File: src/design/mem_settings.svh
/*
 * Build-time settings for the memory subsystem.
 * The byte address is MEM_ADDR_W bits wide; the RAM holds MEM_DEPTH_WORDS
 * 32-bit words, so any byte address at or above 4*MEM_DEPTH_WORDS faults.
 * WB_ARB_LAST_RST sets which master counts as served last after reset.
 */
`ifndef MEM_SETTINGS_SVH_
`define MEM_SETTINGS_SVH_

// Core-side byte address width
`define MEM_ADDR_W 16

// RAM size in 32-bit words
`define MEM_DEPTH_WORDS 1024

// Arbiter policy: 1'b1 lets master 0 (fetch) win the first tie after reset
`define WB_ARB_LAST_RST 1'b1

`endif
File: src/design/wb_pkg.sv
/*
 * Wishbone classic bus types.
 * The address is a word address of a 32-bit byte space.
 * Byte lane 0 is bits 7:0 (little endian).
 */
`default_nettype none

package wb_pkg;

  // One data word, seen whole or as byte lanes
  typedef union packed {
    logic [31:0]      word;
    logic [3:0][7:0]  lane;
  } wb_data_u;

  // Master to slave
  typedef struct packed {
    logic        cyc;
    logic        stb;
    logic        we;
    logic [29:0] adr;
    logic [3:0]  sel;
    wb_data_u    dat;
  } wb_m2s_t;

  // Slave to master
  typedef struct packed {
    logic     ack;
    logic     err;
    wb_data_u dat;
  } wb_s2m_t;

endpackage

`default_nettype wire

File: src/design/wb_arbiter.sv
/*
 * Two-master Wishbone arbiter, round robin.
 * While the bus is idle the choice is combinational, so no cycle is added.
 * The grant stays locked from the first stb until ack or err.
 * Master 0 is the fetch port.
 */
`timescale 1ns/1ns
`include "mem_settings.svh"
`default_nettype none

module wb_arbiter
  import wb_pkg::*;
(
  input  logic    clk_i,
  input  logic    rst_n_i,
  input  wb_m2s_t m0_i,
  input  wb_m2s_t m1_i,
  output wb_s2m_t m0_o,
  output wb_s2m_t m1_o,
  output wb_m2s_t s_o,
  input  wb_s2m_t s_i
);

  logic locked_q, gnt_q, last_q;
  logic pick, gnt;

  // Idle choice
  // --------------------------------------------------
  // On a tie the master not served last wins
  always_comb begin
    if (m0_i.cyc && m1_i.cyc) pick = ~last_q;
    else                      pick = m1_i.cyc;
  end

  assign gnt = locked_q ? gnt_q : pick;

  // Grant lock
  // --------------------------------------------------
  always_ff @(posedge clk_i) begin
    if (!rst_n_i) begin
      locked_q <= 1'b0;
      gnt_q    <= 1'b0;
      last_q   <= `WB_ARB_LAST_RST;
    end else begin
      gnt_q    <= gnt;
      // Released on the edge where the slave answers
      locked_q <= s_o.cyc & ~(s_i.ack | s_i.err);
      if (!locked_q && s_o.cyc) last_q <= gnt;
    end
  end

  // Routing
  // --------------------------------------------------
  assign s_o = gnt ? m1_i : m0_i;

  always_comb begin
    m0_o     = s_i;
    m0_o.ack = s_i.ack & ~gnt;
    m0_o.err = s_i.err & ~gnt;
    m1_o     = s_i;
    m1_o.ack = s_i.ack & gnt;
    m1_o.err = s_i.err & gnt;
  end

endmodule

`default_nettype wire

File: config.mk
export PLATFORM = sky130hd
export DESIGN_NAME = wb_arbiter
export DESIGN_NICKNAME = d
export VERILOG_FILES = /design/src/design/wb_pkg.sv /design/src/design/wb_arbiter.sv
export VERILOG_INCLUDE_DIRS = /design/src /design/src/design
export SDC_FILE = /design/constraint.sdc
export NUM_CORES = 1
export LEC_CHECK = 0
export ABC_CLOCK_PERIOD_IN_PS = 2000
export BUFFER_PORTS_ARGS = -buffer_cell sky130_fd_sc_hd__buf_2
export CORE_AREA = 3 3 119 121
export DETAILED_ROUTE_END_ITERATION = 6
export DIE_AREA = 0 0 122 124
export GPL_TIMING_DRIVEN = 0
export PLACE_DENSITY = 0.5
export SETUP_SLACK_MARGIN = 0.05
export SLEW_MARGIN = 20
export SYNTH_ARGS = -nofsm -noshare
export SYNTH_HDL_FRONTEND = slang
export SYNTH_SLANG_ARGS = --single-unit
File: constraint.sdc
create_clock -name clk_i -period 2 [get_ports clk_i]
set_input_delay 0.5 -clock clk_i [delete_from_list [all_inputs] [get_ports clk_i]]
set_output_delay 0.5 -clock clk_i [all_outputs]
set_load 0.05 [all_outputs]
# == Word-level counts from Yosys, hierarchy flattened ==
# Cells that the tools add are included.
# word_totals
register_bits,3
latch_bits,0
ramBits,0
mem_bits_ro,0
out_inout_bits,137
word_cells,18
memories,0
# classes
n_addsub,0
n_mul,0
div,0
magnitude_cmp,0
n_eq_ne,0
n_shift,0
muxes,3
bitwise,9
reduce_logical,3
# op_table
operator,n
2-to-1 mux 69 bit,1
AND 1 bit,5
NOT 1 bit,3
logical AND 1 bit,2
2-to-1 mux 1 bit,2
logical NOT 1 bit,1
OR 1 bit,1

# == Longest topological paths before layout ==
# Gate-level depths: netlist of run 1.
# depth
word_depth,5
mapped_depth,5

# == Worst setup path after synthesis of run 1 ==
# OpenSTA, ideal clock, no wires.
# synth_path
kind,input to output
startpoint,in m1_i[68] (netlist bit)
endpoint,out m1_o[32] (netlist bit)
arrival_ns,1.732
required_time_ns,1.500
path_slack_ns,-0.232
cell_stages,5
path_cell_list,nor2b_2 a21boi_4 buf_12 buf_8 nor2b_1
# synth_lines
item,line,source
"start, declared",wb_arbiter.sv:17,"input wb_m2s_t m1_i,"
"end, declared",wb_arbiter.sv:19,"output wb_s2m_t m1_o,"

==> impl_metrics.yaml, run 1 <==
worst_setup_path:
  crit_chain: "buf_6 -> nor2b_4 -> a21boi_4 -> buf_12 -> clkbuf_16 -> mux2_4 -> buf_6"
  end_kind: "output pin"
  cp_common_cell: "buf_6"
  rrSetupSlack_ns: 0.79
  crit_type: "in -> out"
  worstPathMaxFanout: 9
  arrival_ns: 1.72
  reg2reg_from: "locked_q$_SDFF_PN0_"
  cpPeakStageDelay_ns: 0.31
  required_ns: 1.50
  r2r-end: "gnt_q$_SDFF_PN0_"
  startpoint_type: "input port"
  reg2reg_depth: 6
  slowest_stage: "mux2_4"
floorplanning:
  die_area_sq_um: 15130
  start_util_pct: 13.77
  die-height_um: 124
  coreArea_sq_um: 13190
  pin_count: 311
  num_rows: 42
  die_x_um: 122
sta:
  relSlewSlack_pct: 83.14
  fin_ws_ns: -0.2177
  fmax_mhz: 450.9
  finalCritPeriodShare_pct: 110.9
  finalHoldViolCount: 0
  finClkSkew_ns: 0.001927
  period_needed_ns: 2.218
  hold_slack_ns: 0.4641
  finalSetupTns_ns: -13.27
  rsz0062_at_grt: "yes"
  worst_slew_pin_slew_ns: 0.2546
  final-setup-viol-count: 72
  slew_violations: 0
final_layout:
  drive_gt1_share_pct: 96.88
  areaGrowthSynthToFinish_pct: 125.4
  final-seq-area_sq_um: 63.81
  multi_input_area_sq_um: 1154
  insertedDiodeCount: 0
  nets: 623
  n_fill_cell: 1383
global_route:
  antenna_found_initial: 0
  grt_pass1_vias: 2349
  overflow: 0
  grtUsageTotal_pct: 9.575
  grt_start_max_net_pins: 11
  grt_pass1_wl_um: 11320
clock_tree:
  clock-sinks: 3
  cts_max_path_buffers: 2
  htree_levels: 1
  clk_pin_slew_ns: 0.03
  clk_latency_ns: 0.22
  numCtsBuffers: 3
  cts_tree: "yes"
  root_buffer: "clkbuf_16"
power:
  leakage_uw: 0.002405
  p_per_area_nw_per_um2: 533.5
  vdd_ir_drop_max_uv: 184.2
synth:
  yosysTopAreaCell: "mux2_4"
  synthArstFlopShare_pct: 0
  synth_top_family_by_area: "multiplexers"
  synthAdderAreaFrac_pct: 0
  synth_top_area_share_pct: 53.72
  syn_area_per_cell_sq_um: 11.28
  synth_area_leaders: "mux2_4 54%, buf_4 26%, buf_12 7.7%, dfxtp_1 3.3%, mux2_2 1.9%"
  synth_mux_area_share_pct: 55.58
  synth_cell_types: 17
  postSynthCellCount: 161
  synth_flop_cell: "dfxtp_1"
  syn-num-nets: 335
  yosysWarnings: 0
  ys_top_cells_by_count: "65 x mux2_4, 64 x buf_4, 7 x buf_12"
  synth-seq-cells: 3
  synth_edf_count: 0
  synth_compound_area_share_pct: 1.584
  synth_most_common_cell: "mux2_4"
  synth-xor-area-share_pct: 0
  syn-cell-area_sq_um: 1817
  ys_seq_area_share_pct: 3.306
  synthSimpleGateAreaFrac_pct: 4.545
min_path:
  min_from: "rst_n_i"
  hold_depth: 2
  min_to: "last_q$_SDFFE_PN1P_"
  worstHoldPathType: "in -> reg"
run_status:
  status: "finished with violations"
  violations: "setup timing"
detailed_routing:
  routed_wl_um: 8613
  via_per_inst: 3.563
  wl_per_cell_um: 13.80
  firstDrtPassIters: 3
  drtAntennaViolNets: 0
  drt_iter0_drc: 17
  drc: 0
  vias: 2223
place:
  dp_hpwl_um: 7174
  dp_slack_ns: -0.3013
  globalplace.congestion: 0.7801
  io_buffers: 278
job:
  cap_violations: 0
through the flow:
step                util [%]  instance area, sq um  std cells  power (uW)
finish                 31.05                  4095        624        2185
global route           31.05                  4095        624        2261
CTS                    30.75                  4056        623        2185
detailed placement     26.09                  3441        615        1627
global placement       26.09                  3441        615        1621
floorplan                  -                  1829        161        1271
logic make-up (layout without fill, tap and decap cells):
group                  Yosys count  after routing
flip-flops                       3              3
AO/OA/AOI/OAI                    3              3
multiplexers                    68             68
AND/OR/NAND/NOR                 15             15
buffers and inverters           72            359
repair_timing:
action                                  in CTS  in global routing
setup buffers                                4                  0
pin swaps                                    1                  0
hold endpoints to repair                     0                  0
cloned                                       0                  1
hold buffers                                 0                  0
gates resized for setup                    156                  4
endpoints found under the setup margin      72                 72
how the worst max path moves through the flow:
stage              from  endpoint  slack, ns  depth (start not counted)
2_1_floorplan  m1_i[68]   s_o[10]       0.03                          5
6_report       m1_i[68]   s_o[51]      -0.22                          7
3_5_place_dp   m1_i[68]   s_o[49]      -0.30                          7
4_1_cts        m1_i[68]   s_o[44]      -0.23                          7
5_1_grt        m1_i[68]   s_o[52]      -0.24                          7
3_3_place_gp   m1_i[68]   s_o[49]      -0.30                          7
worst max-delay path: cells and delay by family:
kind / cells / cell delay [ns]
AOI/OAI and AO/OA: 1 / 0.16
and+or+nand+nor: 1 / 0.12
muxes: 1 / 0.31
buffers and inverters: 4 / 0.61
sequential cells by signal, indices dropped and copies added, names as in the netlist:
name	flops
last_q	1
gnt_q	1
locked_q	1
routing by layer:
layer	share of wire [%]	GRT usage [%]
met1	32	9.970
met2	55	19.54
met3	11	1.453
met4	1.7	2.801
met5	0	0
cells in the final DEF (no fill, tap or decap):
cell type and count:
buf_2 205, nor2_1 2, mux2_4 68, and2_4 1
dfxtp_4 1, buf_8 5, dfxtp_1 2, clkbuf_16 4
nand3b_1 1, a21oi_1 1, nor2b_2 1, buf_4 66
nor2b_1 1, and2_2 1, buf_6 69, clkbuf_1 1
nor3b_1 1, nand2_1 3, a21boi_4 1, buf_12 9
o21ai_0 1, nor3_1 1, nor2b_4 2, nand2_2 1
report_power, final:
part,switching [uW],internal [uW]
registers,2.88,63.1
logic,1040,759
clock network,57.0,263
total,1100,1090
area by class of cell:
cell class,count,area share (%)
Clock buffer,4,1.925
Multi-Input combinational cell,86,28.17
Tap cell,176,5.377
Timing Repair Buffer,283,47.33
Sequential cell,3,1.558
Buffer,72,15.64
(Power assumes the default switching activity.)
==> run 2, diff against run 1 <==
--- a/config.mk
+++ b/config.mk
@@ -7,7 +7,7 @@
 export NUM_CORES = 1
 export LEC_CHECK = 0
 export ABC_CLOCK_PERIOD_IN_PS = 2000
-export BUFFER_PORTS_ARGS = -buffer_cell sky130_fd_sc_hd__buf_2
+export BUFFER_PORTS_ARGS = -buffer_cell sky130_fd_sc_hd__clkbuf_2
 export CORE_AREA = 3 3 119 121
 export DETAILED_ROUTE_END_ITERATION = 6
 export DIE_AREA = 0 0 122 124
==> run 2 against run 1 <==
The run still ends with setup timing left. Via count about the same. Cell count decreased by 0.64%. Sequential power increased by 1%.
==> impl_metrics.yaml, run 2 (synthesis gave the netlist of run 1 again) <==
worst_setup_path:
  startpoint_type: "input port"
  arrival_ns: 1.72
  reg2reg_depth: 5
  end_kind: "output pin"
  crit_type: "in -> out"
  required_ns: 1.50
  worstPathMaxFanout: 10
  rrSetupSlack_ns: 0.91
final_layout:
  post-route-util_pct: 32.26
  reg.largest.list: "gnt_q x1, last_q x1, locked_q x1"
  mostFrequentLayoutCell: "clkbuf_2"
  areaGrowthSynthToFinish_pct: 134.2
  multi_input_area_sq_um: 1137
  drive_gt1_share_pct: 96.62
  n_fill_cell: 1345
  final-seq-area_sq_um: 61.31
  insertedDiodeCount: 0
  final_area_sq_um: 4255
  most-common-layout-cells: "205 x clkbuf_2, 69 x buf_8, 66 x mux2_4"
  nets: 619
floorplanning:
  die-height_um: 124
  die_area_sq_um: 15130
  die_x_um: 122
  pin_count: 311
  coreArea_sq_um: 13190
  num_rows: 42
  start_util_pct: 13.77
sta:
  hold_slack_ns: 0.4806
  worst_slew_pin_slew_ns: 0.2838
  finalHoldViolCount: 0
  period_needed_ns: 2.223
  rsz0062_at_grt: "yes"
  finClkSkew_ns: 0.002556
  finalCritPeriodShare_pct: 111.1
  final-setup-viol-count: 70
  fmax_mhz: 449.9
  slew_violations: 0
  relSlewSlack_pct: 81.16
  fin_ws_ns: -0.2230
run_status:
  violations: "setup timing"
  status: "finished with violations"
detailed_routing:
  drtAntennaViolNets: 0
  firstDrtPassIters: 4
  via_per_inst: 3.582
  wl_per_cell_um: 13.66
  vias: 2221
  drt_iter0_drc: 34
  routed_wl_um: 8468
  drc: 0
min_path:
  hold_depth: 2
  worstHoldPathType: "in -> reg"
power:
  leakage_uw: 0.002489
  power.total_uw: 2272
  vdd_ir_drop_max_uv: 191.6
  p_per_area_nw_per_um2: 533.9
place:
  globalplace.congestion: 0.7814
  io_buffers: 278
  place_area_sq_um: 3441
  dp_slack_ns: -0.3278
  dp_hpwl_um: 7186
global_route:
  overflow: 0
  grt_pass1_vias: 2208
  grt_start_max_net_pins: 11
  grt_pass1_wl_um: 11070
  antenna_found_initial: 0
  grtUsageTotal_pct: 9.241
clock_tree:
  cts_hold_buf: 0
  htree_levels: 1
  clk_pin_slew_ns: 0.03
  cts_tree: "yes"
  root_buffer: "clkbuf_16"
  numCtsBuffers: 3
  cts_max_path_buffers: 2
  clock-sinks: 3
  clk_latency_ns: 0.22
job:
  cap_violations: 0
-- run 2: changes by cell type in the layout (fill, tap and decap cells not counted), sizes merged --
cell | before | now
buf | 354 | 145
clkbuf | 5 | 210
-- run 2: worst paths after layout --
check	start	end
max	m1_i[68]	s_o[44]
min reg2reg	last_q$_SDFFE_PN1P_	last_q$_SDFFE_PN1P_
max reg2reg	locked_q$_SDFF_PN0_	gnt_q$_SDFF_PN0_
min	rst_n_i	last_q$_SDFFE_PN1P_
-- run 2: layer usage --
layer  vias to the layer above  part of all wire, %  global-route usage [%]  wire length [um]
met4                         0                  1.1                   1.681                97
met5                         -                    0                       0                 0
met2                       174                   55                   18.75              4667
met3                         6                   12                   1.771               984
met1                       989                   32                   9.888              2718
li1                       1052                    -                       -                 -
-- run 2: layout make-up --
type | instances | share of cell area [%]
clock buffers | 4 | 1.852
repair buffers | 279 | 49.75
flip-flops and latches | 3 | 1.441
well taps | 176 | 5.175
plain buffers | 72 | 15.05
multi-input cells | 86 | 26.73
-- run 2: through the flow --
stage / cells / setup TNS, ns
2_1_floorplan: 161 / 0
3_3_place_gp: 615 / -19.44
3_5_place_dp: 615 / -19.86
4_1_cts: 620 / -15.99
5_1_grt: 620 / -15.94
6_report: 620 / -13.14
-- run 2: worst max-delay path: stages --
cell and delay (ns):
buf_6 0.09, nor2b_4 0.12, a21boi_4 0.16, buf_12 0.18, buf_12 0.16, mux2_4 0.33, buf_8 0.16
-- run 2: what timing repair did --
item / 4_1_cts / 5_1_grt
gates resized for setup: 142 / 77
setup endpoints to repair: 72 / 72
buffers inserted: 1 / 0
-- run 2: report_power, final --
group / leakage (uW) / switching, uW / internal [uW] / total (uW)
sequential: 0.0000252 / 2.87 / 64.1 / 66.9
clock: 0.0000382 / 55.0 / 263 / 318
combinational: 0.00243 / 1060 / 831 / 1890
total: 0.00249 / 1110 / 1160 / 2270
==> run 3, diff against run 2 <==
--- a/config.mk
+++ b/config.mk
@@ -9,6 +9,7 @@
 export ABC_CLOCK_PERIOD_IN_PS = 2000
 export BUFFER_PORTS_ARGS = -buffer_cell sky130_fd_sc_hd__clkbuf_2
 export CORE_AREA = 3 3 119 121
+export CTS_BUF_LIST = sky130_fd_sc_hd__clkbuf_8
 export DETAILED_ROUTE_END_ITERATION = 6
 export DIE_AREA = 0 0 122 124
 export GPL_TIMING_DRIVEN = 0
==> run 3 against run 2 <==
The flow still finishes with violations (setup timing). Largest power group unchanged. Non-clock buffer count unchanged. Critical path depth stayed put. Sequential power is essentially flat.
==> impl_metrics.yaml, run 3 (synthesis gave the netlist of run 1 again) <==
final_layout:
  multi_input_area_sq_um: 1137
  stdcell_count: 620
  most-common-layout-cells: "205 x clkbuf_2, 69 x buf_8, 66 x mux2_4"
  reg.largest.list: "gnt_q x1, last_q x1, locked_q x1"
  insertedDiodeCount: 0
  nets: 619
  final_area_sq_um: 4222
  mostFrequentLayoutCell: "clkbuf_2"
  areaGrowthSynthToFinish_pct: 132.4
  drive_gt1_share_pct: 96.62
  final-seq-area_sq_um: 61.31
  n_fill_cell: 1350
global_route:
  grt_start_max_net_pins: 11
  grt_pass1_wl_um: 11050
  grtUsageTotal_pct: 9.212
  antenna_found_initial: 0
  overflow: 0
  grt_pass1_vias: 2209
sta:
  period_needed_ns: 2.223
  fmax_mhz: 449.9
  slew_violations: 0
  finalCritPeriodShare_pct: 111.1
  finalHoldViolCount: 0
  finClkSkew_ns: 0.001665
  relSlewSlack_pct: 81.16
  finalSetupTns_ns: -13.13
  rsz0062_at_grt: "yes"
  final-setup-viol-count: 70
  fin_ws_ns: -0.2228
  worst_slew_pin_slew_ns: 0.2838
place:
  place_area_sq_um: 3441
  place_inst: 615
  dp_slack_ns: -0.3278
  globalplace.congestion: 0.7814
  io_buffers: 278
  dp_hpwl_um: 7186
power:
  leakage_uw: 0.002478
  p_per_area_nw_per_um2: 503.0
  power.total_uw: 2124
  vdd_ir_drop_max_uv: 188.5
clock_tree:
  clk_pin_slew_ns: 0.03
  cts_hold_buf: 0
  numCtsBuffers: 3
  cts_tree: "yes"
  htree_levels: 1
  clk_latency_ns: 0.21
  clock-sinks: 3
  cts_max_path_buffers: 2
  root_buffer: "clkbuf_8"
run_status:
  status: "finished with violations"
  violations: "setup timing"
floorplanning:
  num_rows: 42
  start_util_pct: 13.77
  pin_count: 311
  die_x_um: 122
  coreArea_sq_um: 13190
  die_area_sq_um: 15130
  die-height_um: 124
detailed_routing:
  vias: 2217
  drt_iter0_drc: 34
  drc: 0
  drtAntennaViolNets: 0
  wl_per_cell_um: 13.60
  via_per_inst: 3.576
  routed_wl_um: 8430
  firstDrtPassIters: 4
job:
  cap_violations: 0
worst_setup_path:
  worstPathMaxFanout: 10
  startpoint_type: "input port"
  end_kind: "output pin"
  reg2reg_depth: 5
  required_ns: 1.50
  arrival_ns: 1.72
  rrSetupSlack_ns: 0.91
  crit_type: "in -> out"
min_path:
  hold_depth: 2
  worstHoldPathType: "in -> reg"
run 3: metrics by stage:
step / utilization, % / hold slack [ns]
4_1_cts: 31.17 / 0.4803
6_report: 32.01 / 0.4823
2_1_floorplan: - / 0.4781
3_3_place_gp: 26.09 / 0.5026
5_1_grt: 32.01 / 0.5039
3_5_place_dp: 26.09 / 0.5223
run 3: path summary, 6_finish.rpt:
| check | start | to |
|---|---|---|
| min reg2reg | last_q$_SDFFE_PN1P_ | last_q$_SDFFE_PN1P_ |
| min | rst_n_i | last_q$_SDFFE_PN1P_ |
| max | m1_i[68] | s_o[44] |
| max reg2reg | locked_q$_SDFF_PN0_ | gnt_q$_SDFF_PN0_ |
run 3: routing by layer:
| layer | track usage (%) | wire length (um) |
|---|---|---|
| met1 | 9.885 | 2698 |
| met2 | 18.75 | 4672 |
| met3 | 1.635 | 980 |
| met4 | 1.681 | 78 |
| met5 | 0 | 0 |
run 3: area by class of cell:
type                            instances  area share [%]
Timing Repair Buffer                  279           50.15
Multi-Input combinational cell         86           26.94
Buffer                                 72           15.17
Tap cell                              176           5.216
Sequential cell                         3           1.452
Clock buffer                            3          0.9781
Clock inverter                          1         0.08892
run 3: power by group:
group          total, uW  internal (uW)  switching, uW  leakage [uW]
sequential          66.8           64.1           2.73     0.0000252
combinational       1890            831           1060       0.00243
clock                170            131           39.7     0.0000269
total               2120           1030           1100       0.00248
run 3: worst max-delay path: stages:
cell,delay [ns]
buf_6,0.09
nor2b_4,0.12
a21boi_4,0.16
buf_12,0.18
buf_12,0.16
mux2_4,0.33
buf_8,0.16
run 3: timing repair:
item | CTS | global route
endpoints found under the setup margin | 72 | 72
hold endpoints to repair | 0 | 0
buffers inserted | 1 | 0
gates resized for setup | 142 | 77
