## src/design/mem_settings.svh

```systemverilog
/*
 * Build-time settings for the memory subsystem.
 * The byte address is MEM_ADDR_W bits wide; the RAM holds MEM_DEPTH_WORDS
 * 32-bit words, so any byte address at or above 4*MEM_DEPTH_WORDS faults.
 * WB_ARB_LAST_RST sets which master counts as served last after reset.
 */
`ifndef MEM_SETTINGS_SVH_
`define MEM_SETTINGS_SVH_

// Core-side byte address width
`define MEM_ADDR_W 16

// RAM size in 32-bit words
`define MEM_DEPTH_WORDS 1024

// Arbiter policy: 1'b1 lets master 0 (fetch) win the first tie after reset
`define WB_ARB_LAST_RST 1'b1

`endif
```

## src/design/wb_pkg.sv

```systemverilog
/*
 * Wishbone classic bus types.
 * The address is a word address of a 32-bit byte space.
 * Byte lane 0 is bits 7:0 (little endian).
 */
`default_nettype none

package wb_pkg;

  // One data word, seen whole or as byte lanes
  typedef union packed {
    logic [31:0]      word;
    logic [3:0][7:0]  lane;
  } wb_data_u;

  // Master to slave
  typedef struct packed {
    logic        cyc;
    logic        stb;
    logic        we;
    logic [29:0] adr;
    logic [3:0]  sel;
    wb_data_u    dat;
  } wb_m2s_t;

  // Slave to master
  typedef struct packed {
    logic     ack;
    logic     err;
    wb_data_u dat;
  } wb_s2m_t;

endpackage

`default_nettype wire

```

## src/design/mem_pkg.sv

```systemverilog
/*
 * Core-side types shared by the port controllers and the top level.
 * Doubleword accesses are not supported.
 * Address width comes from the settings header.
 */
`include "mem_settings.svh"
`default_nettype none

package mem_pkg;

  // Access kinds
  typedef enum logic [1:0] {
    MEM_ACC_INSTR = 2'd0,
    MEM_ACC_LD    = 2'd1,
    MEM_ACC_ST    = 2'd2
  } mem_acc_e;

  // Load/store width and signedness
  typedef enum logic [2:0] {
    LS_BYTE       = 3'd0,
    LS_BYTE_U     = 3'd1,
    LS_HALFWORD   = 3'd2,
    LS_HALFWORD_U = 3'd3,
    LS_WORD       = 3'd4
  } mem_ls_e;

  // Exception codes returned with an answer
  typedef enum logic [2:0] {
    E_NONE               = 3'd0,
    E_I_ADDR_MISALIGNED  = 3'd1,
    E_I_ACCESS_FAULT     = 3'd2,
    E_LD_ADDR_MISALIGNED = 3'd3,
    E_LD_ACCESS_FAULT    = 3'd4,
    E_ST_ADDR_MISALIGNED = 3'd5,
    E_ST_ACCESS_FAULT    = 3'd6
  } mem_exc_e;

  typedef struct packed {
    logic [3:0]             tag;
    mem_acc_e               acc_type;
    mem_ls_e                ls_type;
    logic [`MEM_ADDR_W-1:0] addr;
    logic [31:0]            value;
  } mem_req_t;

  typedef struct packed {
    logic [3:0]             tag;
    mem_acc_e               acc_type;
    logic [`MEM_ADDR_W-1:0] addr;
    logic [31:0]            value;
    logic                   except_raised;
    mem_exc_e               except_code;
  } mem_ans_t;

endpackage

`default_nettype wire

```

## src/design/mem_port_ctrl.sv

```systemverilog
/*
 * One core port: alignment check, Wishbone classic master, answer buffer.
 * One bus cycle at a time; a misaligned address never reaches the bus.
 * With FETCH_ONLY set, every request is handled as a word fetch.
 * A flush also drops any request accepted in the flush cycle.
 */
`timescale 1ns/1ns
`include "mem_settings.svh"
`default_nettype none

module mem_port_ctrl
  import mem_pkg::*;
  import wb_pkg::*;
#(
  parameter bit FETCH_ONLY = 1'b0
) (
  input  logic     clk_i,
  input  logic     rst_n_i,
  input  logic     flush_i,
  input  logic     req_valid_i,
  output logic     req_ready_o,
  input  mem_req_t req_i,
  output logic     ans_valid_o,
  input  logic     ans_ready_i,
  output mem_ans_t ans_o,
  output wb_m2s_t  wb_o,
  input  wb_s2m_t  wb_i
);

  mem_req_t req_eff, req_q;
  logic     busy_q, cancel_q;
  logic     buf_ready, misaligned, acc_fire, bus_done;
  mem_ans_t mis_ans, bus_ans;
  wb_data_u st_src, st_dat;
  logic [3:0]  sel;
  logic [1:0]  off;
  logic [15:0] hw;
  logic [31:0] ld_val;

  function automatic mem_exc_e exc_code(input mem_acc_e acc, input logic fault);
    case (acc)
      MEM_ACC_INSTR: return fault ? E_I_ACCESS_FAULT : E_I_ADDR_MISALIGNED;
      MEM_ACC_ST:    return fault ? E_ST_ACCESS_FAULT : E_ST_ADDR_MISALIGNED;
      default:       return fault ? E_LD_ACCESS_FAULT : E_LD_ADDR_MISALIGNED;
    endcase
  endfunction

  // Request checking
  // --------------------------------------------------
  always_comb begin
    req_eff = req_i;
    if (FETCH_ONLY) req_eff.acc_type = MEM_ACC_INSTR;
    if (req_eff.acc_type == MEM_ACC_INSTR) req_eff.ls_type = LS_WORD;
    case (req_eff.ls_type)
      LS_HALFWORD, LS_HALFWORD_U: misaligned = req_eff.addr[0];
      LS_WORD:                    misaligned = |req_eff.addr[1:0];
      default:                    misaligned = 1'b0;
    endcase
  end

  assign req_ready_o = ~busy_q & buf_ready;
  assign acc_fire    = req_valid_i & req_ready_o;
  assign bus_done    = busy_q & (wb_i.ack | wb_i.err);

  always_ff @(posedge clk_i) begin
    if (!rst_n_i) begin
      busy_q   <= 1'b0;
      cancel_q <= 1'b0;
    end else begin
      if (bus_done) busy_q <= 1'b0;
      else if (acc_fire && !misaligned) busy_q <= 1'b1;
      // Answer of the cycle in flight is dropped once it completes
      if (bus_done) cancel_q <= 1'b0;
      else if (flush_i && (busy_q || (acc_fire && !misaligned))) cancel_q <= 1'b1;
    end
  end

  always_ff @(posedge clk_i) begin
    if (acc_fire) req_q <= req_eff;
  end

  // Wishbone master
  // --------------------------------------------------
  assign off        = req_q.addr[1:0];
  assign st_src.word = req_q.value;

  // Byte select and store lanes
  always_comb begin
    st_dat.word = '0;
    case (req_q.ls_type)
      LS_BYTE, LS_BYTE_U: begin
        sel              = 4'b0001 << off;
        st_dat.lane[off] = st_src.lane[0];
      end
      LS_HALFWORD, LS_HALFWORD_U: begin
        sel                          = 4'b0011 << off;
        st_dat.lane[{off[1], 1'b0}] = st_src.lane[0];
        st_dat.lane[{off[1], 1'b1}] = st_src.lane[1];
      end
      default: begin
        sel         = 4'b1111;
        st_dat.word = st_src.word;
      end
    endcase
  end

  always_comb begin
    wb_o.cyc = busy_q;
    wb_o.stb = busy_q;
    wb_o.we  = (req_q.acc_type == MEM_ACC_ST);
    wb_o.adr = {{(32 - `MEM_ADDR_W){1'b0}}, req_q.addr[`MEM_ADDR_W-1:2]};
    wb_o.sel = sel;
    wb_o.dat = wb_o.we ? st_dat : '0;
  end

  // Answer building
  // --------------------------------------------------
  assign hw = off[1] ? wb_i.dat.word[31:16] : wb_i.dat.word[15:0];

  always_comb begin
    case (req_q.ls_type)
      LS_BYTE:       ld_val = {{24{wb_i.dat.lane[off][7]}}, wb_i.dat.lane[off]};
      LS_BYTE_U:     ld_val = {24'b0, wb_i.dat.lane[off]};
      LS_HALFWORD:   ld_val = {{16{hw[15]}}, hw};
      LS_HALFWORD_U: ld_val = {16'b0, hw};
      default:       ld_val = wb_i.dat.word;
    endcase
  end

  always_comb begin
    mis_ans.tag           = req_eff.tag;
    mis_ans.acc_type      = req_eff.acc_type;
    mis_ans.addr          = req_eff.addr;
    mis_ans.value         = '0;
    mis_ans.except_raised = 1'b1;
    mis_ans.except_code   = exc_code(req_eff.acc_type, 1'b0);

    bus_ans.tag           = req_q.tag;
    bus_ans.acc_type      = req_q.acc_type;
    bus_ans.addr          = req_q.addr;
    bus_ans.value         = (wb_i.err || wb_o.we) ? 32'b0 : ld_val;
    bus_ans.except_raised = wb_i.err;
    bus_ans.except_code   = wb_i.err ? exc_code(req_q.acc_type, 1'b1) : E_NONE;
  end

  mem_ans_buffer u_ans_buf (
    .clk_i  (clk_i),
    .rst_n_i(rst_n_i),
    .flush_i(flush_i),
    .valid_i((acc_fire & misaligned) | (bus_done & ~cancel_q)),
    .ready_o(buf_ready),
    .data_i (busy_q ? bus_ans : mis_ans),
    .valid_o(ans_valid_o),
    .ready_i(ans_ready_i),
    .data_o (ans_o)
  );

endmodule

`default_nettype wire

```

## src/design/mem_ans_buffer.sv

```systemverilog
/*
 * Two-entry spill buffer for answers toward the core.
 * ready_o depends on occupancy only, never on ready_i.
 * flush_i drops both entries, including a word pushed in the same cycle.
 */
`timescale 1ns/1ns
`default_nettype none

module mem_ans_buffer
  import mem_pkg::*;
(
  input  logic     clk_i,
  input  logic     rst_n_i,
  input  logic     flush_i,
  input  logic     valid_i,
  output logic     ready_o,
  input  mem_ans_t data_i,
  output logic     valid_o,
  input  logic     ready_i,
  output mem_ans_t data_o
);

  logic     out_valid_q, spill_valid_q;
  mem_ans_t out_data_q, spill_data_q;
  logic     push, pop;

  assign ready_o = ~spill_valid_q;
  assign push    = valid_i & ~spill_valid_q;
  assign pop     = out_valid_q & ready_i;

  // Valid flags
  always_ff @(posedge clk_i) begin
    if (!rst_n_i || flush_i) begin
      out_valid_q   <= 1'b0;
      spill_valid_q <= 1'b0;
    end else if (!out_valid_q || pop) begin
      // Output slot frees up, spill entry moves forward first
      out_valid_q   <= spill_valid_q | push;
      spill_valid_q <= 1'b0;
    end else if (push) begin
      spill_valid_q <= 1'b1;
    end
  end

  // Payload
  always_ff @(posedge clk_i) begin
    if (!out_valid_q || pop) begin
      out_data_q <= spill_valid_q ? spill_data_q : data_i;
    end else if (push) begin
      spill_data_q <= data_i;
    end
  end

  assign valid_o = out_valid_q;
  assign data_o  = out_data_q;

endmodule

`default_nettype wire

```

## config.mk

```make
export PLATFORM = sky130hd
export DESIGN_NAME = mem_port_ctrl
export DESIGN_NICKNAME = d
export VERILOG_FILES = /design/src/design/wb_pkg.sv /design/src/design/mem_pkg.sv /design/src/design/mem_port_ctrl.sv /design/src/design/mem_ans_buffer.sv
export VERILOG_INCLUDE_DIRS = /design/src /design/src/design
export SDC_FILE = /design/constraint.sdc
export NUM_CORES = 1
export LEC_CHECK = 0
export BUFFER_PORTS_ARGS = -buffer_cell sky130_fd_sc_hd__buf_2
export CELL_PAD_IN_SITES_DETAIL_PLACEMENT = 1
export CELL_PAD_IN_SITES_GLOBAL_PLACEMENT = 2
export CORE_AREA = 2 2 135 170
export CTS_CLUSTER_DIAMETER = 30
export DETAILED_ROUTE_END_ITERATION = 6
export DIE_AREA = 0 0 137 172
export PLACE_DENSITY_LB_ADDON = 0.05
export SLEW_MARGIN = 5
export SYNTH_ARGS = -nofsm -noshare
export SYNTH_HDL_FRONTEND = slang
export SYNTH_HIERARCHICAL = 1
export SYNTH_SLANG_ARGS = --single-unit
```

## constraint.sdc

```tcl
create_clock -name clk_i -period 14.65 [get_ports clk_i]
set_clock_uncertainty 0.05 [all_clocks]
set_input_delay 0.7325 -clock clk_i [delete_from_list [all_inputs] [get_ports clk_i]]
set_output_delay 0.7325 -clock clk_i [all_outputs]
set_load 0.02 [all_outputs]
```

# Word level (Yosys, flattened, before mapping)
# Cells that the tools add are included.
[totals]
inputBits = 96
word_cells = 98
output_inout_bits = 129
regBits = 177
[op_classes]
eq_ne = 8
shift = 2
n_mux = 22
bitwise = 17
magnitude_cmp = 6
n_reduce_logical = 22
[op_table]
columns = ["cell", "count"]
rows = [
  ["case mux 32 bit (4 select lines)", 1],
  ["2-to-1 mux 58 bit", 2],
  ["2-to-1 mux 32 bit", 2],
  ["case mux 32 bit (2 select lines)", 1],
  ["AND 32 x 24 -> 32 bit", 1],
  ["AND 32 bit", 1],
  ["bitwise mux 32 bit", 1],
  ["2-to-1 mux 8 bit", 4],
  ["binary-select mux 8 bit (select 2 bit)", 1],
  ["demux 8 bit (select 1 bit)", 2],
  ["demux 8 bit (select 2 bit)", 1],
  ["2-to-1 mux 16 bit", 1],
  ["== test 3 x 2 -> 1 bit, second input constant", 4],
  ["case mux 3 bit (2 select lines)", 2],
  ["OR reduction 2 bit", 6],
  ["< comparator 2 x 3 -> 1 bit, second input constant", 3],
  ["case mux 4 bit (2 select lines)", 1],
  ["AND 1 bit", 7],
  [">= comparator 2 x 1 -> 1 bit, second input constant", 3],
  ["2-to-1 mux 3 bit", 2],
  ["logical AND 1 bit", 5],
  ["inverter 1 bit", 5],
  ["== test 2 bit, second input constant", 2],
  ["zero test 2 bit", 2],
  ["other kinds (10)", 17],
]

# Depth between registers and ports, before layout
# Gate-level depths: netlist of the first run.
[depth]
ltp_word = 9
ltp_mapped = 8
ltp_nobuf = 5

# Hierarchy
# Netlist of the first run, hierarchy kept.
[modules_own_cells]
columns = ["module", "cells_per_inst", "seq_area_each_um2", "instances", "area_each_um2"]
rows = [
  ["mem_ans_buffer", 190, 3523.4, 1, 4554.4],
  ["mem_port_ctrl", 384, 1751.7, 1, 3916.3],
]

# Worst setup path before layout of the first run
# No wires, ideal clock.
[synth_path]
kind = "input to register"
start = "input port req_valid_i"
end = "register u_ans_buf/spill_data_q[0] (netlist bit), enable pin"
path_buffers = 1
setup_ns = 0.557
arrival_ns = 7.120
setup_slack_ns = 6.922
path_stages = 4
required_ns = 14.043
path_cell_list = "and3b_1 clkbuf_1 o2bb2ai_1 nor3b_1"
[synth_via]
elab_chain_len = 5
[synth_rtl]
columns = ["element", "line", "source"]
rows = [
  ["start, declared", "mem_port_ctrl.sv:20", "input logic req_valid_i,"],
  ["AND 1 bit", "mem_port_ctrl.sv:62", "assign acc_fire = req_valid_i & req_ready_o;"],
  ["named net acc_fire", "mem_port_ctrl.sv:32", "logic buf_ready, misaligned, acc_fire, bus_done;"],
  ["AND 1 bit", "mem_port_ctrl.sv:150", ".valid_i((acc_fire & misaligned) | (bus_done & ~cancel_q)),"],
  ["OR 1 bit", "mem_port_ctrl.sv:150", ""],
  ["AND 1 bit", "mem_ans_buffer.sv:28", "assign push = valid_i & ~spill_valid_q;"],
  ["AND reduction 2 bit (no source line)", "n/a", ""],
  ["end signal, assigned", "mem_ans_buffer.sv:50", "spill_data_q <= data_i;"],
  ["end, declared", "mem_ans_buffer.sv:24", "mem_ans_t out_data_q, spill_data_q;"],
]
# The timed path passes the listed nets, and every way through them passes these cells.
# A chain may end at the register's enable or synchronous reset.

==> results.txt, run 1 <==
The met2 layer wire length in the routed design came out at 10370 um. For this run, asynchronously set or reset flops after synthesis account for 0. In this run the most critical hold path is launched from req_i[6]. The run finished with clean final reports. The first detailed-routing pass took 4 iterations. The first global-routing pass estimated between 30000 and 40000 um of wire.

In this run the worst path has a maximum fanout of 20. The via count of the first global-routing pass is ~5500. The number of gates resized after cts came out at 0. Of the cells placed in the final design, the portion with a size suffix greater than 1 is 0.4608. On the critical path, the stage with the largest delay is an instance of nor2b_1. The final number of setup-violating endpoints came out at 0. The tree is rooted in a clkbuf_16. The leftover overflow at the end of global routing came out at 0. The fmax came out at 0.2720 GHz. In the global route stage, overall resource usage came out at 0.1836.

The depth of the worst hold-timing path came out at 1. The library cells used most frequently in the layout, excluding fill and tap cells, are buf_2, edfxtp_1, mux2_4. The leakage power is 0.004027 uW. The maximum buffer depth of the clock tree is 2. The TritonCTS buffer count came out at 17. The data arrival time of the worst path is 2.89 ns. The layout overhead on the synthesized area came out at 18.42%. The combined area of all synthesized cells came out at 8471 um^2. For the worst flop-to-flop path, the logic depth is 6.

The chip height is 172 um. The critical path goes through nor2b_1 > o21ai_2 > and3_1 > buf_2. The worst supply voltage drop on vdd came out at ~0.000080 V. The average wire per cell in the routed design came out at 20.52 um.

In the final routing, the length of wire on met1 measures 9377 um. The post-synthesis cell type count came out at 51. The HPWL after detailed placement is 14930 um. The post-layout utilization of the core came out at 0.4563. The mean instance size in the synthesized netlist is around 15 um^2.

The power density relative to cell area is 122.8 nW/um^2. STA puts the critical path data required time at 13.87 ns. Subtracting the final worst setup slack from the clock period gives 3.677 ns. The depth of the CTS H-tree is 4. TritonCTS built the clock tree. The total of hold buffers inserted after clock tree synthesis came out at 0. The aggregate routed wire length is about 22000 um. The worst setup path is launched from a flip-flop.

The actual transition at the worst max-transition pin came out at about 1.1 ns. The total number of placement rows came out at 61. The average vias per placed instance came out at between 5 and 6.

The critical path in this run is classified as flip-flop to primary output. For this run, the leading register cell type out of synthesis is edfxtp_1. After clock tree synthesis, the setup repair step added 0 buffers. The number of antenna violations at the first check in global routing was 1. Entering global routing, the biggest net connects 63 pins. The final weighted congestion of routability-driven global placement came out at approximately 0.76. The count of maximum capacitance violations is 0. Setup repair after global routing left no endpoint under its margin. The effective utilization at floorplan came out at 0.3854. During synthesis, Yosys emitted a total of 6 warnings. The number of buffers inserted by port buffering came out at about 210. Ranked by total cell area, the synthesized netlist is headed by edfxtp_1, mux2_4, mux2_2. The startpoint identified for the worst register-to-register timing path is u_ans_buf/spill_valid_q$_SDFFE_PP0P_.

For this run, the register share of the synthesized area comes to 0.6227. The clock latency on the worst-skew pair is approximately 0.44 ns. After technology mapping, the gate count stands at between 500 and 600. The number of sinks on the clock net is approximately 180. For this run, design rule violations remaining after detail routing come to 0.

The setup TNS is 0 ns. The count of nets left with antenna violations once routing finished came out at 0. The worst setup slack for register-to-register paths came out at 11.23 ns.

The final clock period utilization by the worst path is 0.2510. In the final design database the tool counted ~850 nets. The hold path endpoint is st_src[6]$_DFFE_PP_. The critical path endpoint category is a primary output.

The relative slew slack came out at 0.2480. The clock transition at the register clock pins on the worst setup and hold paths after CTS is 0.08 ns. The worst register-to-register path ends at u_ans_buf/spill_data_q[14]$_DFFE_PP_. The detailed router placed 5396 vias in this run. Leaving out fill and tap cells, the most frequent cell in the layout is buf_2. The class of the tightest hold or removal check is input pin to flip-flop. Summed over all instances, the cell type with the most area after synthesis is edfxtp_1.

The final number of hold-violating endpoints came to 0. The maximum single-stage delay on the critical path is 0.84 ns. The highest metal layer with signal wires is met4. In this run the horizontal extent of the chip is around 140 um. The met3 wire length came out at 1323 um. The floorplan core area is around 22000 um^2. The number of max-slew violations in the final report came out at 0.

The number of primary I/O pins came out at between 200 and 250. The number of flops mapped to enable cells by yosys came out at 173. The total of flip-flops plus latches after synthesis is approximately 180. After the first detailed-routing iteration, the DRC count stood at between 300 and 400. The share of synthesized area in the top cell type comes to 0.6133. Fill cells in the final layout number 2293. The die covers approximately 24000 um^2.
-- flip-flops by register name, indices dropped and copies added (netlist names) --
register,cells
u_ans_buf/spill_data_q,58
st_src,32
u_ans_buf/valid_o,1
cancel_q,1
u_ans_buf/data_o,58
req_q,3
bus_ans,8
wb_o,14
u_ans_buf/spill_valid_q,1
busy_q,1
-- layout make-up --
| cell class | count | area, um^2 | area share |
|---|---|---|---|
| Antenna cell | 1 | 2.502 | 0.0002495 |
| Multi-Input combinational cell | 323 | 2639 | 0.2631 |
| Clock inverter | 15 | 163.9 | 0.01634 |
| Clock buffer | 17 | 425.4 | 0.04241 |
| Timing Repair Buffer | 215 | 1094 | 0.1090 |
| Tap cell | 283 | 354.1 | 0.03530 |
| Sequential cell | 177 | 5279 | 0.5263 |
| Inverter | 19 | 73.82 | 0.007359 |
-- critical path, delay by kind of cell (launching register included) --
family / cells / cell delay (ns)
simple gates: 2 / 1.16
flops: 1 / 0.72
compound gates: 1 / 0.40
buf+inv: 1 / 0.16
-- report_power, final --
| group | switching (uW) | total, uW | internal, uW |
|---|---|---|---|
| combinational | 108 | 173 | 65.7 |
| sequential | 14.7 | 606 | 592 |
| clock | 222 | 452 | 230 |
-- metrics by stage --
stage	power [uW]	instance area, um^2	std cells	setup WS (ns)	hold slack, ns
after floorplan	737.3	8527	589	6.922	0.4288
after global placement	788.9	9437	1017	10.79	0.4488
after detailed placement	792.4	9437	1017	10.74	0.4864
after CTS	1246	10030	1049	10.76	0.3860
after global routing	1278	10030	1049	10.81	0.3855
final	1231	10030	1050	10.97	0.4083
-- worst max-delay path by stage --
stage                                      endpoint  cells after the start  slack (ns)           startpoint
3_5_place_dp   u_ans_buf/spill_data_q[22]$_DFFE_PP_                      6       10.74          req_valid_i
6_report                                    wb_o[4]                      4       10.97  req_q[49]$_DFFE_PP_
5_1_grt                                     wb_o[0]                      4       10.81  req_q[49]$_DFFE_PP_
4_1_cts                                     wb_o[8]                      4       10.76  req_q[49]$_DFFE_PP_
2_1_floorplan   u_ans_buf/spill_data_q[0]$_DFFE_PP_                      4        6.92          req_valid_i
3_3_place_gp   u_ans_buf/spill_data_q[21]$_DFFE_PP_                      6       10.79          req_valid_i
-- Yosys cell counts (all sizes together), types with 2 or more instances --
master,number
edfxtp,173
mux2,87
buf,59
nand2,50
a21oi,30
inv,19
a211oi,15
o21ai,15
clkbuf,11
nor2b,11
a31oi,10
nand3,9
nor3b,9
a22o,8
and3,8
a221o,7
nand2b,7
nor2,7
o32ai,7
dfxtp,4
and2,3
nor3,3
a22oi,2
nand3b,2
nand4,2
o21ba,2
or3b,2
-- kinds of logic (layout without fill, tap and decap cells) --
kind of cell           Yosys count  in the layout  synth area share
DFF                            177            177            0.6227
and+or+nand+nor                117            117           0.07371
AOI/OAI and AO/OA              102            102           0.08582
muxes                           88             88            0.1430
buffers and inverters           89            266           0.07430
other                            1             17         0.0004427
-- layer usage --
metal / track usage / up-vias
met5: 0 / -
met3: 0.04368 / 30
li1: - / 2481
met1: 0.2429 / 2692
met4: 0.07172 / 0
met2: 0.2912 / 193
No activity file was read; power rests on OpenSTA's default activity.
==> run 2: changes to the inputs <==
--- a/config.mk
+++ b/config.mk
@@ -9,10 +9,10 @@
 export BUFFER_PORTS_ARGS = -buffer_cell sky130_fd_sc_hd__buf_2
 export CELL_PAD_IN_SITES_DETAIL_PLACEMENT = 1
 export CELL_PAD_IN_SITES_GLOBAL_PLACEMENT = 2
-export CORE_AREA = 2 2 135 170
+export CORE_AREA = 2 2 141 177
 export CTS_CLUSTER_DIAMETER = 30
 export DETAILED_ROUTE_END_ITERATION = 6
-export DIE_AREA = 0 0 137 172
+export DIE_AREA = 0 0 143 179
 export PLACE_DENSITY_LB_ADDON = 0.05
 export SLEW_MARGIN = 5
 export SYNTH_ARGS = -nofsm -noshare
==> constraint.sdc (replaced) <==
create_clock -name clk_i -period 3.8 [get_ports clk_i]
set_clock_uncertainty 0.05 [all_clocks]
set_input_delay 0.19 -clock clk_i [delete_from_list [all_inputs] [get_ports clk_i]]
set_output_delay 0.19 -clock clk_i [all_outputs]
set_load 0.02 [all_outputs]
==> results.txt, run 2 (synthesis results as in run 1) <==
Status: finished clean (unchanged). The effective utilization at floorplan came out at 0.3514 (was 0.3854). The clock latency on the worst-skew pair came to 0.43 ns (was 0.44 ns).

The number of max-slew violations in the final report came to 0 (unchanged). The critical path launch point was bus_ans[37]$_DFFE_PP_ (was req_q[49]$_DFFE_PP_). The share of cells above drive strength 1 is 0.4260 (was 0.4608). The count of maximum capacitance violations was 0 (unchanged). The count of unresolved DRC violations after routing was 0 (unchanged). The floorplan core area is 24100 um^2 (was 21980 um^2). The capturing point of the worst reg2reg path is u_ans_buf/data_o[30]$_DFFE_PP_ (was u_ans_buf/spill_data_q[14]$_DFFE_PP_). The actual transition at the worst max-transition pin is 0.9708 ns (was 1.128 ns). The end point of the critical path was wb_o[17] (was wb_o[4]).

The count of nets left with antenna violations after detail routing is 0 (unchanged). The reg-to-reg startpoint is bus_ans[37]$_DFFE_PP_ (was u_ans_buf/spill_valid_q$_SDFFE_PP0P_). The depth of the CTS H-tree came to 4 (unchanged). The number of sinks on the clock net came to 177 (unchanged). The average vias per placed instance is 4.764 (was 5.139).

The starting DRC count in detailed routing came to 234 (was 342). The CTS root buffer is clkbuf_16 (unchanged). The clock transition at the register clock pins on the worst setup and hold paths after CTS came out at 0.07 ns (was 0.08 ns).

The number of antenna repair diodes is 0 (was 1). The final worst slack came to 0.7493 ns (was 10.97 ns). The number of placed instances with taps included is 1066 (was 1017).

The largest driver fanout on the critical path came out at 28 (was 20). RSZ-0062 raised after global routing: false (unchanged). The number of vias in the routed layout came out at 5498 (was 5396). The layout overhead on the synthesized area came out at 25.95% (was 18.42%). The total design power is 4812 uW (was 1231 uW). The final number of setup-violating endpoints is 0 (unchanged). The post-layout utilization of the core came out at 0.4426 (was 0.4563).

The worst supply voltage drop on vdd came to 0.0003078 V (was 0.00008022 V). The pin count of the biggest net entering global routing is 62 (was 63). The startpoint class of the critical path is a flip-flop (unchanged). The final cell count without fillers was 1154 (was 1050). Most used cells in the layout excluding fill and tap cells: buf_2, edfxtp_1, mux2_4 (unchanged). The final clock period utilization by the worst path is 0.8028. The leftover overflow at the end of global routing is 0 (unchanged). The depth of the worst register-to-register path is 4 (was 6).

The data required time at the worst endpoint came out at 3.56 ns (was 13.87 ns). The clock tree from TritonCTS is built (unchanged). The class of the tightest hold or removal check was input pin to flip-flop (unchanged).

The fmax is 0.3278 GHz. The chip height came out at 179 um (was 172 um). The area of the die is 25600 um^2 (was 23560 um^2).

The global-route wire length before repair is 33090 um (was 32110 um). The final number of hold-violating endpoints was 0 (unchanged). The aggregate routed wire length came out at 21870 um (was 21550 um).

The most common cell after layout, fill and taps aside is buf_2 (unchanged). For the finished layout, the period the worst path requires is approximately 3.1 ns. The number of primary I/O pins is 225 (unchanged). The via count of the first global-routing pass was 5864 (was 5549).

The die width came out at 143 um (was 137 um). The maximum single-stage delay on the critical path is 0.99 ns (was 0.84 ns). The standard cell with the maximum stage delay on the critical path is edfxtp_1 (was nor2b_1). Ordered list of cells on the worst path: nand2b_1 > nor3_2 > a22o_1 > buf_2 (was nor2b_1 > o21ai_2 > and3_1 > buf_2).

The final HPWL from detailed placement came out at 15110 um (was 14930 um). The data arrival time of the worst path came out at 2.81 ns (was 2.89 ns). The critical path endpoint category was a primary output (unchanged). The worst setup slack for register-to-register paths is 1.03 ns (was 11.23 ns). The global-route total usage across every layer is 0.1724 (was 0.1836). The leakage power was 0.004264 uW (was 0.004027 uW). The post-CTS repair timing setup buffer count is 0 (unchanged). The total number of placement rows came to 64 (was 61).

The number of gates resized after cts is 0 (unchanged). The total of hold buffers inserted after clock tree synthesis came out at 57 (was 0). The number of antenna violations at the first check in global routing came out at 0 (was 1). The maximum buffer depth of the clock tree is 2 (unchanged). The net count reported at finish was 908 (was 849). The critical setup path kind is flip-flop to primary output (unchanged).

The relative slew slack was 0.3528 (was 0.2480). The post-placement worst setup slack is 1.000 ns (was 10.74 ns). The TritonCTS buffer count is 17 (unchanged). The setup TNS came to 0 ns (unchanged). The final weighted congestion of routability-driven global placement came to 0.7596 (was 0.7630). The average wire per cell in the routed design is 18.95 um (was 20.52 um). The number of search-and-repair iterations in the first detailed-routing pass was 4 (unchanged). The power density relative to cell area came out at 451.0 nW/um^2 (was 122.8 nW/um^2). The number of buffers inserted by port buffering is 208 (unchanged).
run 2: per-stage QoR:
| stage | instance area [um^2] | hold WS, ns |
|---|---|---|
| 2_1_floorplan | 8544 | 0.2389 |
| 3_3_place_gp | 9517 | 0.3172 |
| 3_5_place_dp | 9517 | 0.3183 |
| 4_1_cts | 10670 | 0.003689 |
| 5_1_grt | 10670 | 0.03402 |
| 6_report | 10670 | 0.03048 |
run 2: area by class of cell:
type | count | area, um^2
Inverter | 19 | 73.82
Tap cell | 330 | 412.9
Timing Repair Buffer | 274 | 1679
Multi-Input combinational cell | 323 | 2643
Clock buffer | 17 | 425.4
Fill cell | 2518 | 13430
Clock inverter | 14 | 156.4
Sequential cell | 177 | 5279
run 2: critical path, delay by kind of cell, from the launching register on:
family                 cells  cell delay, ns
AOI/OAI and AO/OA          1            0.24
buffers and inverters      1            0.17
DFF                        1            0.99
and+or+nand+nor            2            0.98
run 2: power by group:
group          switching (uW)  total (uW)  internal, uW  leakage, uW
logic                     410         703           293      0.00226
clock network             785        1760           978     0.000281
registers                64.4        2350          2280      0.00172
total                    1260        4810          3550      0.00426
run 2: routing by layer:
layer,global-route usage,routed length (um)
met1,0.2161,9499
met5,0,0
met3,0.04487,1085
met4,0.05363,344
met2,0.2913,10940
run 2: worst min-delay path by stage:
stage                          from                     to  slack (ns)  cells past startpoint
after CTS                   flush_i  cancel_q$_SDFFE_PP0P_       0.004                      3
after floorplan           req_i[32]  bus_ans[36]$_DFFE_PP_        0.24                      0
after global placement    req_i[26]   st_src[26]$_DFFE_PP_        0.32                      1
after global routing        flush_i  cancel_q$_SDFFE_PP0P_        0.03                      3
final                       flush_i  cancel_q$_SDFFE_PP0P_        0.03                      3
after detailed placement  req_i[17]   st_src[17]$_DFFE_PP_        0.32                      1
==> run 3: changes to the inputs <==
--- a/config.mk
+++ b/config.mk
@@ -9,10 +9,10 @@
 export BUFFER_PORTS_ARGS = -buffer_cell sky130_fd_sc_hd__buf_2
 export CELL_PAD_IN_SITES_DETAIL_PLACEMENT = 1
 export CELL_PAD_IN_SITES_GLOBAL_PLACEMENT = 2
-export CORE_AREA = 2 2 141 177
+export CORE_AREA = 2 2 149 187
 export CTS_CLUSTER_DIAMETER = 30
 export DETAILED_ROUTE_END_ITERATION = 6
-export DIE_AREA = 0 0 143 179
+export DIE_AREA = 0 0 151 189
 export PLACE_DENSITY_LB_ADDON = 0.05
 export SLEW_MARGIN = 5
 export SYNTH_ARGS = -nofsm -noshare
==> constraint.sdc (replaced) <==
create_clock -name clk_i -period 2.5 [get_ports clk_i]
set_clock_uncertainty 0.05 [all_clocks]
set_input_delay 0.125 -clock clk_i [delete_from_list [all_inputs] [get_ports clk_i]]
set_output_delay 0.125 -clock clk_i [all_outputs]
set_load 0.02 [all_outputs]
==> results.txt, run 3 (synthesis results as in run 1) <==
The final number of hold-violating endpoints is 0 (unchanged). The power density relative to cell area is 690.1 nW/um^2 (was 451.0 nW/um^2). The CTS root buffer is clkbuf_16 (unchanged).

The total design power was 7575 uW (was 4812 uW). The critical path endpoint category is a primary output (unchanged). The starting DRC count in detailed routing came to 207 (was 234). The final number of setup-violating endpoints is 0 (unchanged).

The number of max-slew violations in the final report is 0 (unchanged). The startpoint class of the critical path is a flip-flop (unchanged). Most used cells in the layout excluding fill and tap cells: buf_2, edfxtp_1, mux2_4 (unchanged). The aggregate routed wire length came out at 22850 um (was 21870 um).

The effective utilization at floorplan came out at 0.3178 (was 0.3514). The data required time at the worst endpoint came to 2.33 ns (was 3.56 ns). The leakage power is 0.004407 uW (was 0.004264 uW). The number of search-and-repair iterations in the first detailed-routing pass was 4 (unchanged). The cell area reported after detailed placement is 9667 um^2 (was 9517 um^2).

The final non-filler cell area is 10980 um^2 (was 10670 um^2). The depth of the CTS H-tree came out at 4 (unchanged). The average vias per placed instance came to 4.655 (was 4.764).

The leftover overflow at the end of global routing came to 0 (unchanged). The final cell count without fillers is 1190 (was 1154). The TritonCTS buffer count came out at 17 (unchanged). The net count reported at finish came to 928 (was 908). The share of cells above drive strength 1 is 0.4438 (was 0.4260). The total number of placement rows is 67 (was 64). The number of vias in the routed layout came to 5540 (was 5498).

The most common cell after layout, fill and taps aside is buf_2 (unchanged). The fmax came out at 0.4211 GHz. The via count of the first global-routing pass is 6038 (was 5864). The number of buffers inserted by port buffering is 208 (unchanged).

The number of placed instances with taps included is 1091 (was 1066). The final weighted congestion of routability-driven global placement is 0.7996 (was 0.7596). The die width came out at 151 um (was 143 um). The layout overhead on the synthesized area came out at 29.59% (was 25.95%). Subtracting the final worst setup slack from the clock period gives 2.375 ns. The class of the tightest hold or removal check is input pin to flip-flop (unchanged). The count of nets left with antenna violations after detail routing was 0 (unchanged). The post-placement worst setup slack is 0.1670 ns (was 1.000 ns).

The actual transition at the worst max-transition pin came out at 0.8315 ns (was 0.9708 ns). The chip height came out at 189 um (was 179 um). The average wire per cell in the routed design was 19.20 um (was 18.95 um).

The count of maximum capacitance violations is 0 (unchanged). The number of sinks on the clock net was 177 (unchanged). The global-route total usage across every layer is 0.1642 (was 0.1724). The critical setup path kind is flip-flop to primary output (unchanged). Status: finished clean (unchanged). The worst supply voltage drop on vdd came out at 0.0004806 V (was 0.0003078 V).

The final worst slack came out at 0.1255 ns (was 0.7493 ns). The worst setup slack for register-to-register paths is 0.20 ns (was 1.03 ns). The clock transition at the register clock pins on the worst setup and hold paths after CTS came out at 0.07 ns (about the same). The pin count of the biggest net entering global routing came to 62 (unchanged).

The number of antenna violations at the first check in global routing was 1 (was 0). The maximum buffer depth of the clock tree came out at 2 (unchanged). The floorplan core area came to 26660 um^2 (was 24100 um^2). The count of unresolved DRC violations after routing is 0 (unchanged). The global-route wire length before repair came out at 35070 um (was 33090 um). The relative slew slack came out at 0.4457 (was 0.3528). Dividing the final minimum period by the clock period gives 0.9498. The clock latency on the worst-skew pair is 0.44 ns (was 0.43 ns). The data arrival time of the worst path is 2.20 ns (was 2.81 ns). The area of the die is 28540 um^2 (was 25600 um^2).

The clock tree from TritonCTS is built (unchanged). The largest driver fanout on the critical path came out at 42 (was 28). The final HPWL from detailed placement is 16020 um (was 15110 um).

The number of primary I/O pins was 225 (unchanged). The number of antenna repair diodes is 0 (unchanged).
## run 3: cell types whose count changed in the layout (fill, tap and decap cells not counted), sizes merged
cell         change
clkbuf           +1
clkinv           -2
dlygate4sd3      +1
inv              +1
buf             +19
bufinv           +2
clkinvlp         -1
## run 3: path summary, 6_finish.rpt
| check | start | to | cells past startpoint |
|---|---|---|---|
| setup / recovery | req_q[50]$_DFFE_PP_ | wb_o[31] | 6 |
| hold / removal | wb_i[3] | u_ans_buf/spill_data_q[7]$_DFFE_PP_ | 3 |
| setup reg to reg | req_q[49]$_DFFE_PP_ | u_ans_buf/data_o[35]$_DFFE_PP_ | 5 |
| hold reg to reg | u_ans_buf/spill_data_q[34]$_DFFE_PP_ | u_ans_buf/data_o[34]$_DFFE_PP_ | 1 |
## run 3: stage by stage
step	utilization	hold WS [ns]	TNS, ns
after CTS	0.4083	0.005859	0
after detailed placement	0.3626	0.2534	0
after global placement	0.3626	0.2522	0
after global routing	0.4118	0.01614	-0.0002884
after floorplan	-	0.1739	-43.37
final	0.4118	0.02253	0
## run 3: report_power, final
group | total (uW) | internal (uW) | switching [uW] | leakage, uW
combinational | 1130 | 479 | 652 | 0.00238
sequential | 3560 | 3470 | 87.7 | 0.00172
clock | 2890 | 1690 | 1200 | 0.000303
total | 7570 | 5640 | 1940 | 0.00441
## run 3: what timing repair did
action | in CTS | in global routing
hold endpoints to repair | 78 | 0
resized for setup | 2 | 6
hold buffers | 58 | 0
gates cloned | 0 | 0
setup endpoints to repair | 15 | 24
pin swaps | 1 | 2
buffers inserted | 0 | 9
## run 3: per-layer routing
metal,routed length [um],up-vias,GRT usage,share of wire
met2,11580,165,0.2787,0.51
met5,11,-,0,0.00048
met4,312,2,0.05032,0.014
li1,-,2629,-,-
met3,1280,18,0.04120,0.056
met1,9657,2726,0.2050,0.42
## run 3: final cells by class
| class | instances | area, um^2 |
|---|---|---|
| tap | 345 | 431.7 |
| timing repair buffer | 294 | 1882 |
| sequential | 177 | 5279 |
| fill | 2846 | 15680 |
| inverter | 19 | 73.82 |
| clock buffer | 18 | 429.2 |
| multi-input combinational | 323 | 2683 |
| clock inverter | 14 | 198.9 |
## run 3: worst max-delay path, cell delays in order, from the launching register on
cell and delay (ns):
edfxtp_1 0.54, buf_12 0.25, nor4bb_2 0.28, buf_4 0.20
nand2_1 0.08, a31oi_2 0.20, buf_2 0.21
